$ cat src/nic_rx_params.svh
`ifndef NIC_RX_PARAMS_SVH
`define NIC_RX_PARAMS_SVH

// --------------------
// Ring buffer geometry
// --------------------
`define RX_BUF_AW        6    // 64 qword slots, one always kept free
`define QWORD_W          64   // MAC data path width
`define QMASK_W          8    // One valid bit per byte lane

// --------------------
// Transfer sizing
// --------------------
`define MAX_TLP_QWORDS   16   // Largest transfer toward the host
`define TLP_LEN_W        5    // Holds 1 to 16

`endif
$ cat src/nic_rx_pkg.sv
`default_nettype none

`include "nic_rx_params.svh"

package nic_rx_pkg;

    typedef logic [`RX_BUF_AW-1:0] buf_addr_t;    // Ring index
    typedef logic [`QWORD_W-1:0]   qword_t;       // One MAC beat
    typedef logic [`QMASK_W-1:0]   qmask_t;       // Byte valid lanes
    typedef logic [`TLP_LEN_W-1:0] tlp_len_t;     // Qwords per transfer

    // --------------------
    // FSM encodings
    // --------------------
    typedef enum logic [1:0] {RX_IDLE, RX_RECV, RX_DROP} mac_rx_state_t;
    typedef enum logic {TRIG_IDLE, TRIG_WAIT_ACK} trigger_state_t;
    typedef enum logic [1:0] {DMA_IDLE, DMA_READ, DMA_COMMIT} dma_state_t;

endpackage

`default_nettype wire

$ cat src/nic_rx_top.sv
`timescale 1ns/1ns
`default_nettype none

module nic_rx_top (
    input  wire                         xaui_clk_156_25_out,
    input  wire                         reset_n,
    input  wire nic_rx_pkg::qword_t     rx_data,         // MAC receive side
    input  wire nic_rx_pkg::qmask_t     rx_data_valid,
    input  wire                         rx_good_frame,
    input  wire                         rx_bad_frame,
    input  wire                         host_ready,      // Host side level
    output nic_rx_pkg::qword_t          tlp_data,
    output logic                        tlp_valid,
    output logic                        tlp_sof,
    output logic                        tlp_eof,
    output logic [31:0]                 good_frames,
    output logic [31:0]                 bad_frames,
    output logic [31:0]                 dropped_frames
);
    import nic_rx_pkg::*;

    // --------------------
    // Internal nets
    // --------------------
    buf_addr_t wr_addr;
    qword_t    wr_data;
    logic      wr_en;
    buf_addr_t rd_addr;
    qword_t    rd_data;
    buf_addr_t committed_wr_address;
    buf_addr_t committed_rd_address;   // Shared by trigger and MAC side
    logic      trigger_tlp;
    logic      trigger_tlp_ack;
    tlp_len_t  qwords_to_send;
    logic      frame_dropped;

    rx_mac_interface u_mac (
        .xaui_clk_156_25_out (xaui_clk_156_25_out),
        .reset_n             (reset_n),
        .rx_data             (rx_data),
        .rx_data_valid       (rx_data_valid),
        .rx_good_frame       (rx_good_frame),
        .rx_bad_frame        (rx_bad_frame),
        .committed_rd_address(committed_rd_address),
        .wr_addr             (wr_addr),
        .wr_data             (wr_data),
        .wr_en               (wr_en),
        .committed_wr_address(committed_wr_address),
        .frame_dropped       (frame_dropped)
    );

    rx_frame_buffer u_buf (
        .xaui_clk_156_25_out(xaui_clk_156_25_out),
        .wr_addr            (wr_addr),
        .wr_data            (wr_data),
        .wr_en              (wr_en),
        .rd_addr            (rd_addr),
        .rd_data            (rd_data)
    );

    rx_tlp_trigger u_trig (
        .xaui_clk_156_25_out (xaui_clk_156_25_out),
        .reset_n             (reset_n),
        .committed_wr_address(committed_wr_address),
        .committed_rd_address(committed_rd_address),
        .trigger_tlp_ack     (trigger_tlp_ack),
        .trigger_tlp         (trigger_tlp),
        .qwords_to_send      (qwords_to_send)
    );

    rx_dma_reader u_dma (
        .xaui_clk_156_25_out (xaui_clk_156_25_out),
        .reset_n             (reset_n),
        .trigger_tlp         (trigger_tlp),
        .qwords_to_send      (qwords_to_send),
        .rd_data             (rd_data),
        .host_ready          (host_ready),
        .trigger_tlp_ack     (trigger_tlp_ack),
        .rd_addr             (rd_addr),
        .committed_rd_address(committed_rd_address),
        .tlp_data            (tlp_data),
        .tlp_valid           (tlp_valid),
        .tlp_sof             (tlp_sof),
        .tlp_eof             (tlp_eof)
    );

    rx_frame_stats u_stats (
        .xaui_clk_156_25_out(xaui_clk_156_25_out),
        .reset_n            (reset_n),
        .rx_good_frame      (rx_good_frame),
        .rx_bad_frame       (rx_bad_frame),
        .frame_dropped      (frame_dropped),
        .good_frames        (good_frames),
        .bad_frames         (bad_frames),
        .dropped_frames     (dropped_frames)
    );

endmodule

`default_nettype wire

$ cat src/rx_frame_stats.sv
`timescale 1ns/1ns
`default_nettype none

module rx_frame_stats (
    input  wire         xaui_clk_156_25_out,
    input  wire         reset_n,
    input  wire         rx_good_frame,    // MAC end strobes
    input  wire         rx_bad_frame,
    input  wire         frame_dropped,    // Overflow drop from MAC interface
    output logic [31:0] good_frames,
    output logic [31:0] bad_frames,
    output logic [31:0] dropped_frames
);

    // Good strobe still counts on a dropped frame
    always_ff @(posedge xaui_clk_156_25_out or negedge reset_n) begin
        if (!reset_n) begin
            good_frames    <= 32'd0;
            bad_frames     <= 32'd0;
            dropped_frames <= 32'd0;
        end else begin
            if (rx_good_frame) begin
                good_frames <= good_frames + 1'b1;
            end
            if (rx_bad_frame) begin
                bad_frames <= bad_frames + 1'b1;
            end
            if (frame_dropped) begin
                dropped_frames <= dropped_frames + 1'b1;   // Buffer full
            end
        end
    end

endmodule

`default_nettype wire

$ cat src/rx_dma_reader.sv
`timescale 1ns/1ns
`default_nettype none

module rx_dma_reader (
    input  wire                         xaui_clk_156_25_out,
    input  wire                         reset_n,
    input  wire                         trigger_tlp,          // From trigger
    input  wire nic_rx_pkg::tlp_len_t   qwords_to_send,
    input  wire nic_rx_pkg::qword_t     rd_data,              // Buffer read port
    input  wire                         host_ready,           // Host accepts beats
    output logic                        trigger_tlp_ack,      // Pulse on leaving idle
    output nic_rx_pkg::buf_addr_t       rd_addr,
    output nic_rx_pkg::buf_addr_t       committed_rd_address,
    output nic_rx_pkg::qword_t          tlp_data,
    output logic                        tlp_valid,
    output logic                        tlp_sof,
    output logic                        tlp_eof
);
    import nic_rx_pkg::*;

    dma_state_t state;
    tlp_len_t   len;             // Latched transfer length
    tlp_len_t   beat_cnt;        // Beats already sent
    logic       last_beat;

    assign trigger_tlp_ack = (state == DMA_IDLE) && trigger_tlp;
    assign tlp_valid       = (state == DMA_READ) && host_ready; // Stalls with host
    assign last_beat       = (beat_cnt == len - 1'b1);
    assign tlp_sof         = tlp_valid && (beat_cnt == '0);
    assign tlp_eof         = tlp_valid && last_beat;
    assign tlp_data        = rd_data;                  // Second pipeline stage

    // --------------------
    // Read address stage
    // --------------------
    // Look ahead one qword when the current beat leaves, else re-read it
    assign rd_addr = committed_rd_address + buf_addr_t'(beat_cnt)
                   + buf_addr_t'(tlp_valid);

    always_ff @(posedge xaui_clk_156_25_out or negedge reset_n) begin
        if (!reset_n) begin
            state                <= DMA_IDLE;
            len                  <= '0;
            beat_cnt             <= '0;
            committed_rd_address <= '0;
        end else begin
            case (state)
                DMA_IDLE: begin
                    if (trigger_tlp) begin
                        len      <= qwords_to_send;   // First read issued now
                        beat_cnt <= '0;
                        state    <= DMA_READ;
                    end
                end
                DMA_READ: begin
                    if (tlp_valid) begin
                        beat_cnt <= beat_cnt + 1'b1;
                        if (last_beat) begin
                            state <= DMA_COMMIT;      // eof beat just left
                        end
                    end
                end
                DMA_COMMIT: begin
                    committed_rd_address <= committed_rd_address + buf_addr_t'(len);
                    beat_cnt             <= '0;
                    state                <= DMA_IDLE;  // Frees the slots
                end
                default: state <= DMA_IDLE;
            endcase
        end
    end

endmodule

`default_nettype wire

$ cat src/rx_tlp_trigger.sv
`timescale 1ns/1ns
`default_nettype none

`include "nic_rx_params.svh"

module rx_tlp_trigger (
    input  wire                         xaui_clk_156_25_out,
    input  wire                         reset_n,
    input  wire nic_rx_pkg::buf_addr_t  committed_wr_address, // Frames ready
    input  wire nic_rx_pkg::buf_addr_t  committed_rd_address, // Already sent
    input  wire                         trigger_tlp_ack,      // Reader took request
    output logic                        trigger_tlp,          // Held until ack
    output nic_rx_pkg::tlp_len_t        qwords_to_send        // Stable with request
);
    import nic_rx_pkg::*;

    trigger_state_t state;
    buf_addr_t      pending;         // Unread committed qwords
    buf_addr_t      prev_rd;         // Last cycle read pointer
    tlp_len_t       capped;
    logic           in_flight;       // Acked but not yet committed
    logic           rd_moved;

    assign pending  = committed_wr_address - committed_rd_address; // Modular distance
    assign capped   = (pending > buf_addr_t'(`MAX_TLP_QWORDS)) ?
                      tlp_len_t'(`MAX_TLP_QWORDS) : tlp_len_t'(pending);
    assign rd_moved = (committed_rd_address != prev_rd);   // Reader commit seen
    assign trigger_tlp = (state == TRIG_WAIT_ACK);

    // --------------------
    // Request FSM
    // --------------------
    always_ff @(posedge xaui_clk_156_25_out or negedge reset_n) begin
        if (!reset_n) begin
            state          <= TRIG_IDLE;
            qwords_to_send <= '0;
            prev_rd        <= '0;
            in_flight      <= 1'b0;
        end else begin
            prev_rd <= committed_rd_address;
            if (rd_moved) begin
                in_flight <= 1'b0;                         // Pending count valid again
            end
            case (state)
                TRIG_IDLE: begin
                    // Stale count while a transfer is still uncommitted
                    if ((pending != '0) && (!in_flight || rd_moved)) begin
                        qwords_to_send <= capped;
                        state          <= TRIG_WAIT_ACK;
                    end
                end
                TRIG_WAIT_ACK: begin
                    if (trigger_tlp_ack) begin
                        in_flight <= 1'b1;
                        state     <= TRIG_IDLE;
                    end
                end
                default: state <= TRIG_IDLE;
            endcase
        end
    end

endmodule

`default_nettype wire

$ cat src/rx_frame_buffer.sv
`timescale 1ns/1ns
`default_nettype none

`include "nic_rx_params.svh"

module rx_frame_buffer (
    input  wire                         xaui_clk_156_25_out,
    input  wire nic_rx_pkg::buf_addr_t  wr_addr,   // From MAC side
    input  wire nic_rx_pkg::qword_t     wr_data,
    input  wire                         wr_en,
    input  wire nic_rx_pkg::buf_addr_t  rd_addr,   // From DMA side
    output nic_rx_pkg::qword_t          rd_data    // One cycle after rd_addr
);
    import nic_rx_pkg::*;

    localparam int DEPTH = 1 << `RX_BUF_AW;         // 64 slots

    qword_t mem [DEPTH];

    // --------------------
    // Write and read ports
    // --------------------
    always_ff @(posedge xaui_clk_156_25_out) begin
        if (wr_en) begin
            mem[wr_addr] <= wr_data;                // MAC writer only
        end
        rd_data <= mem[rd_addr];                    // Read every cycle
    end

endmodule

`default_nettype wire

$ cat src/rx_mac_interface.sv
`timescale 1ns/1ns
`default_nettype none

module rx_mac_interface (
    input  wire                         xaui_clk_156_25_out,
    input  wire                         reset_n,
    input  wire nic_rx_pkg::qword_t     rx_data,              // From MAC
    input  wire nic_rx_pkg::qmask_t     rx_data_valid,        // Nonzero with a qword
    input  wire                         rx_good_frame,        // End strobe ok
    input  wire                         rx_bad_frame,         // End strobe error
    input  wire nic_rx_pkg::buf_addr_t  committed_rd_address, // From DMA reader
    output nic_rx_pkg::buf_addr_t       wr_addr,              // To buffer
    output nic_rx_pkg::qword_t          wr_data,              // To buffer
    output logic                        wr_en,                // To buffer
    output nic_rx_pkg::buf_addr_t       committed_wr_address, // To trigger
    output logic                        frame_dropped         // To stats
);
    import nic_rx_pkg::*;

    mac_rx_state_t state;
    buf_addr_t     wr_ptr;           // Where the next qword lands
    buf_addr_t     next_ptr;
    logic          qword_in;
    logic          frame_end;
    logic          would_overflow;

    assign qword_in       = |rx_data_valid;                  // Any lane valid
    assign frame_end      = rx_good_frame | rx_bad_frame;
    assign next_ptr       = wr_ptr + 1'b1;                   // Wraps at ring size
    assign would_overflow = (next_ptr == committed_rd_address); // Keep one slot free

    // --------------------
    // Frame FSM
    // --------------------
    always_ff @(posedge xaui_clk_156_25_out or negedge reset_n) begin
        if (!reset_n) begin
            state                <= RX_IDLE;
            wr_ptr               <= '0;
            wr_addr              <= '0;
            wr_en                <= 1'b0;
            committed_wr_address <= '0;
            frame_dropped        <= 1'b0;
        end else begin
            wr_en         <= 1'b0;                           // Single cycle strobes
            frame_dropped <= 1'b0;
            case (state)
                RX_IDLE, RX_RECV: begin
                    if (frame_end) begin
                        if (rx_good_frame) begin
                            committed_wr_address <= wr_ptr; // Publish whole frame
                        end else begin
                            wr_ptr <= committed_wr_address;  // Discard partial frame
                        end
                        state <= RX_IDLE;
                    end else if (qword_in) begin
                        if (would_overflow) begin
                            state <= RX_DROP;                // No room for this frame
                        end else begin
                            wr_en   <= 1'b1;
                            wr_addr <= wr_ptr;
                            wr_ptr  <= next_ptr;
                            state   <= RX_RECV;
                        end
                    end
                end
                RX_DROP: begin
                    if (frame_end) begin                     // Rest of frame ignored
                        wr_ptr        <= committed_wr_address;
                        frame_dropped <= 1'b1;
                        state         <= RX_IDLE;
                    end
                end
                default: state <= RX_IDLE;
            endcase
        end
    end

    // Data stage lines up with wr_addr and wr_en
    always_ff @(posedge xaui_clk_156_25_out) begin
        if (qword_in) begin
            wr_data <= rx_data;
        end
    end

endmodule

`default_nettype wire

$ cat config.mk
export PLATFORM = sky130hd
export DESIGN_NAME = nic_rx_top
export DESIGN_NICKNAME = d
export VERILOG_FILES = /design/src/nic_rx_pkg.sv /design/src/nic_rx_top.sv /design/src/rx_frame_stats.sv /design/src/rx_dma_reader.sv /design/src/rx_tlp_trigger.sv /design/src/rx_frame_buffer.sv /design/src/rx_mac_interface.sv
export VERILOG_INCLUDE_DIRS = /design/src
export SDC_FILE = /design/constraint.sdc
export NUM_CORES = 2
export LEC_CHECK = 0
export BUFFER_PORTS_ARGS = -buffer_cell sky130_fd_sc_hd__buf_2
export CORE_ASPECT_RATIO = 0.7
export CORE_UTILIZATION = 62
export CTS_CLUSTER_SIZE = 28
export DETAILED_ROUTE_END_ITERATION = 6
export GPL_TIMING_DRIVEN = 0
export PLACE_DENSITY = 0.79
export SLEW_MARGIN = 5
export SYNTH_ARGS = -nofsm -noshare
export SYNTH_HDL_FRONTEND = slang
export SYNTH_SLANG_ARGS = --single-unit
$ cat constraint.sdc
create_clock -name xaui_clk_156_25_out -period 5.45 [get_ports xaui_clk_156_25_out]
set_input_delay 0.8175 -clock xaui_clk_156_25_out [delete_from_list [all_inputs] [get_ports xaui_clk_156_25_out]]
set_output_delay 0.8175 -clock xaui_clk_156_25_out [all_outputs]
set_load 0.02 [all_outputs]
==> out/metrics.csv <==
stage,metric,value,unit
cts,total CTS buffers,388,
sta,final worst-path cycle share,1.01,
yosys,net count after synthesis,7433,
outcome,status,"finished, violations left",
sta,minimum clock period,5.52,ns
critical_path,CP startpoint kind,register,
cells_and_area,"commonest non-fill, non-tap cell in the layout",edfxtp_1,
floorplanning,Rows,159,
floorplanning,die height,438,um
cts,CTS Buffer Depth,4,
sta,Finish-stage setup viols,4,
cells_and_area,fillers,14200,
sta,"Slew Viols, Final",0,
cts,Worst-Skew Late Latency,0.92,ns
critical_path,reg-to-reg setup timing slack,-0.07,ns
floorplanning,I/O pins,240,
yosys,ys flop type,edfxtp_1,
yosys,Mapped Area,168000,um^2
flow_run,MaxCap Viol Count,0,
worst_hold_path,worst hold path depth,1,
worst_hold_path,hold endpoint,u_mac.wr_data[14],
critical_path,worst-path cell chain,"clkbuf_1, nand2b_1, nor2_2, fa_1, fa_1, buf_2, buf_4, buf_4, clkbuf_1, mux4_2, mux2i_1, mux2i_1, mux2i_1, mux2i_1",
placed_design,placed insts,11500,
cells_and_area,layout cell share with drive strength beyond 1,0.293,
cells_and_area,Finished Core Util,0.723,
critical_path,"Arr. time, crit path",6.26,ns
routing,vias per cell,7.22,
cts,H-tree levels,5,
cells_and_area,area of the multi-input gates,37100,um^2
critical_path,CP peak stage delay,0.62,ns
sta,Slew @ Worst Pin,1.34,ns
critical_path,"Max FO, Critical Path",10,
routing,1st-pass router iterations,7,
yosys,register area share after synthesis,0.773,
cts,CTS tree,done,
cts,clk sinks,4373,
critical_path,critical path class,reg -> reg,
sta,worst hold margin,0.0709,ns
floorplanning,die width,624,um
sta,RSZ-0062 raised after global routing,false,
floorplanning,Core Area,269000,um^2
yosys,synth warn,0,
sta,setup TNS,-0.185,ns
cells_and_area,P&R area growth vs syn,15.6,%
worst_hold_path,Hold Path Origin,rx_data[14],
placed_design,pre-CTS WS,-1.31,ns
yosys,asr flop ratio synth,0.0341,
routing,Via Count,88300,
grt,vias in the first global route,88500,
placed_design,GP Congestion,0.834,
cts,clk slew on worst S/H paths,0.07,ns
floorplanning,starting density of the core,0.625,
sta,Rel. slew slack,0.107,
routing,Post-route DRC,14,
grt,first-pass GRT wire length,659000,um
placed_design,DP HPWL,288000,um
yosys,number of synthesized register bits,4373,
outcome,failing checks,"design-rule violations, negative setup slack",
placed_design,# port buffers,239,
critical_path,origin of the critical flop-to-flop path,u_dma.state[0],
sta,fin worst setup slack,-0.0659,ns
cells_and_area,Sequential cell area,130000,um^2
yosys,Mapped Cells,7331,
sta,"Hold Vio Cnt, Final",0,
grt,largest net degree at the start of global routing,103,
yosys,number of flops mapped to enable cells by yosys,4160,
cts,Post-CTS Setup Inserts,0,
cts,Root Buffer,clkbuf_16,
critical_path,cell with the largest stage delay on the worst path,clkbuf_1,
cells_and_area,most frequent cells in the layout,"4160 x edfxtp_1, 1024 x mux4_2, 945 x mux2i_1, 436 x buf_2, 406 x clkbuf_16",
worst_hold_path,Hold Path Class,in -> reg,
yosys,synthesized area per cell,22.9,um^2
routing,drt total wl,474000,um
pwr,maximum vdd drop,0.397,mV
routing,DRT antenna net count,0,
routing,DR iter-0 viols,16100,
yosys,synth unique cells,59,
critical_path,CP endpoint kind,register,
grt,antenna violations before repair,31,
grt,total track usage,0.347,
sta,Max Clock Freq,0.181,GHz
critical_path,most frequent CP cell,mux2i_1,
pwr,Power Dens Cells,569,nW/um^2
critical_path,worst r2r path cells,14,
grt,remaining global-route overflow,0,
pwr,Lkg Pwr,0.0641,uW
critical_path,Worst EP required,6.20,ns
sta,clk_skew,0.0341,ns
routing,DR WL/cell,38.8,um
floorplanning,die area,273000,um^2
cells_and_area,final cell count without fillers,12200,
critical_path,Critical R2R Capture,u_buf.rd_data[0],
cells_and_area,Layout Nets,8366,
sequential cells by signal, indices dropped and copies added, names as in the netlist, 6 cells and up:
signal                      count
u_trig.prev_rd                  6
u_buf.mem                    4096
u_dma.committed_rd_address      6
u_stats.bad_frames             32
u_mac.committed_wr_address      6
u_stats.good_frames            32
u_mac.wr_addr                   6
u_mac.wr_data                  64
u_buf.rd_data                  64
u_stats.dropped_frames         32
u_mac.wr_ptr                    6
Yosys cell counts, drive strengths merged, types with 5 or more instances:
cell	n	area share
a21oi	18	0.00054
and3	13	0.00048
and4	8	0.00042
buf	236	0.0070
clkbuf	119	0.0027
dfrtp	149	0.022
dfxtp	64	0.0076
edfxtp	4160	0.74
ha	21	0.0016
inv	31	0.00069
mux2	21	0.0015
mux2i	961	0.057
mux4	1024	0.14
nand2	71	0.0016
nand2b	10	0.00037
nand3	38	0.0011
nand3b	5	0.00022
nand4	28	0.0010
nor2	121	0.0027
nor3	10	0.00030
nor4	10	0.00046
o21ai	25	0.00074
or2	9	0.00033
xnor2	77	0.0041
xor2	49	0.0026
per-stage QoR:
step           total power, uW  area, um^2
6_report                111000      194000
5_1_grt                 113000      194000
4_1_cts                 110000      194000
3_5_place_dp             80900      181000
3_3_place_gp             79000      174000
2_1_floorplan            65800      168000
power breakdown:
group / switching (uW) / total (uW) / internal [uW] / leakage [uW]
registers: 645 / 38500 / 37800 / 0.0400
clock network: 12400 / 27900 / 15500 / 0.00619
logic: 26500 / 44300 / 17800 / 0.0179
total: 39600 / 111000 / 71100 / 0.0641
per-layer routing:
metal | track usage | part of all wire | vias up
met5 | 0 | 0.00018 | -
li1 | - | - | 32700
met3 | 0.0875 | 0.14 | 1551
met2 | 0.524 | 0.46 | 8708
met4 | 0.178 | 0.060 | 12
met1 | 0.478 | 0.34 | 45400
worst max-delay path by stage:
| stage | to | from |
|---|---|---|
| 2_1_floorplan | u_buf.mem[10][0] | u_mac.wr_addr[1] |
| 3_3_place_gp | u_buf.mem[18][48] | u_mac.wr_addr[1] |
| 3_5_place_dp | u_buf.rd_data[23] | host_ready |
| 4_1_cts | u_buf.rd_data[52] | u_dma.state[0] |
| 5_1_grt | u_buf.rd_data[1] | u_dma.state[0] |
| 6_report | u_buf.rd_data[0] | u_dma.state[0] |
final cells by class:
class	count	area share
buffer	355	0.00923
multi-input combinational	2572	0.191
tap	3622	0.0233
antenna	30	0.000386
clock inverter	215	0.0103
inverter	31	0.000599
timing repair buffer	543	0.0421
clock buffer	487	0.0546
sequential	4373	0.669
logic make-up (layout without fill, tap and decap cells):
kind of cell / Yosys count / in the layout / synth area share
flip-flops: 4373 / 4373 / 0.773
AND/OR/NAND/NOR: 342 / 342 / 0.00989
XOR/XNOR: 126 / 126 / 0.00661
adder cells (fa/ha/maj): 25 / 25 / 0.00204
AO/OA/AOI/OAI: 73 / 73 / 0.00269
buffers and inverters: 386 / 1631 / 0.0103
other: 0 / 30 / 0
multiplexers: 2006 / 2006 / 0.196
what timing repair did:
item	in CTS	in global routing
hold endpoints to repair	47	0
setup endpoints to repair	64	16
gates resized for setup	76	20
hold buffers	1	0
cloned	0	0
critical path: cells and delay by family (launching register included):
family	cells	cell delay (ns)
and+or+nand+nor	2	0.33
DFF	1	0.35
adders and majority gates	2	1.00
muxes	5	1.62
buffers and inverters	5	1.98
Power figures use the tool's default switching activity.
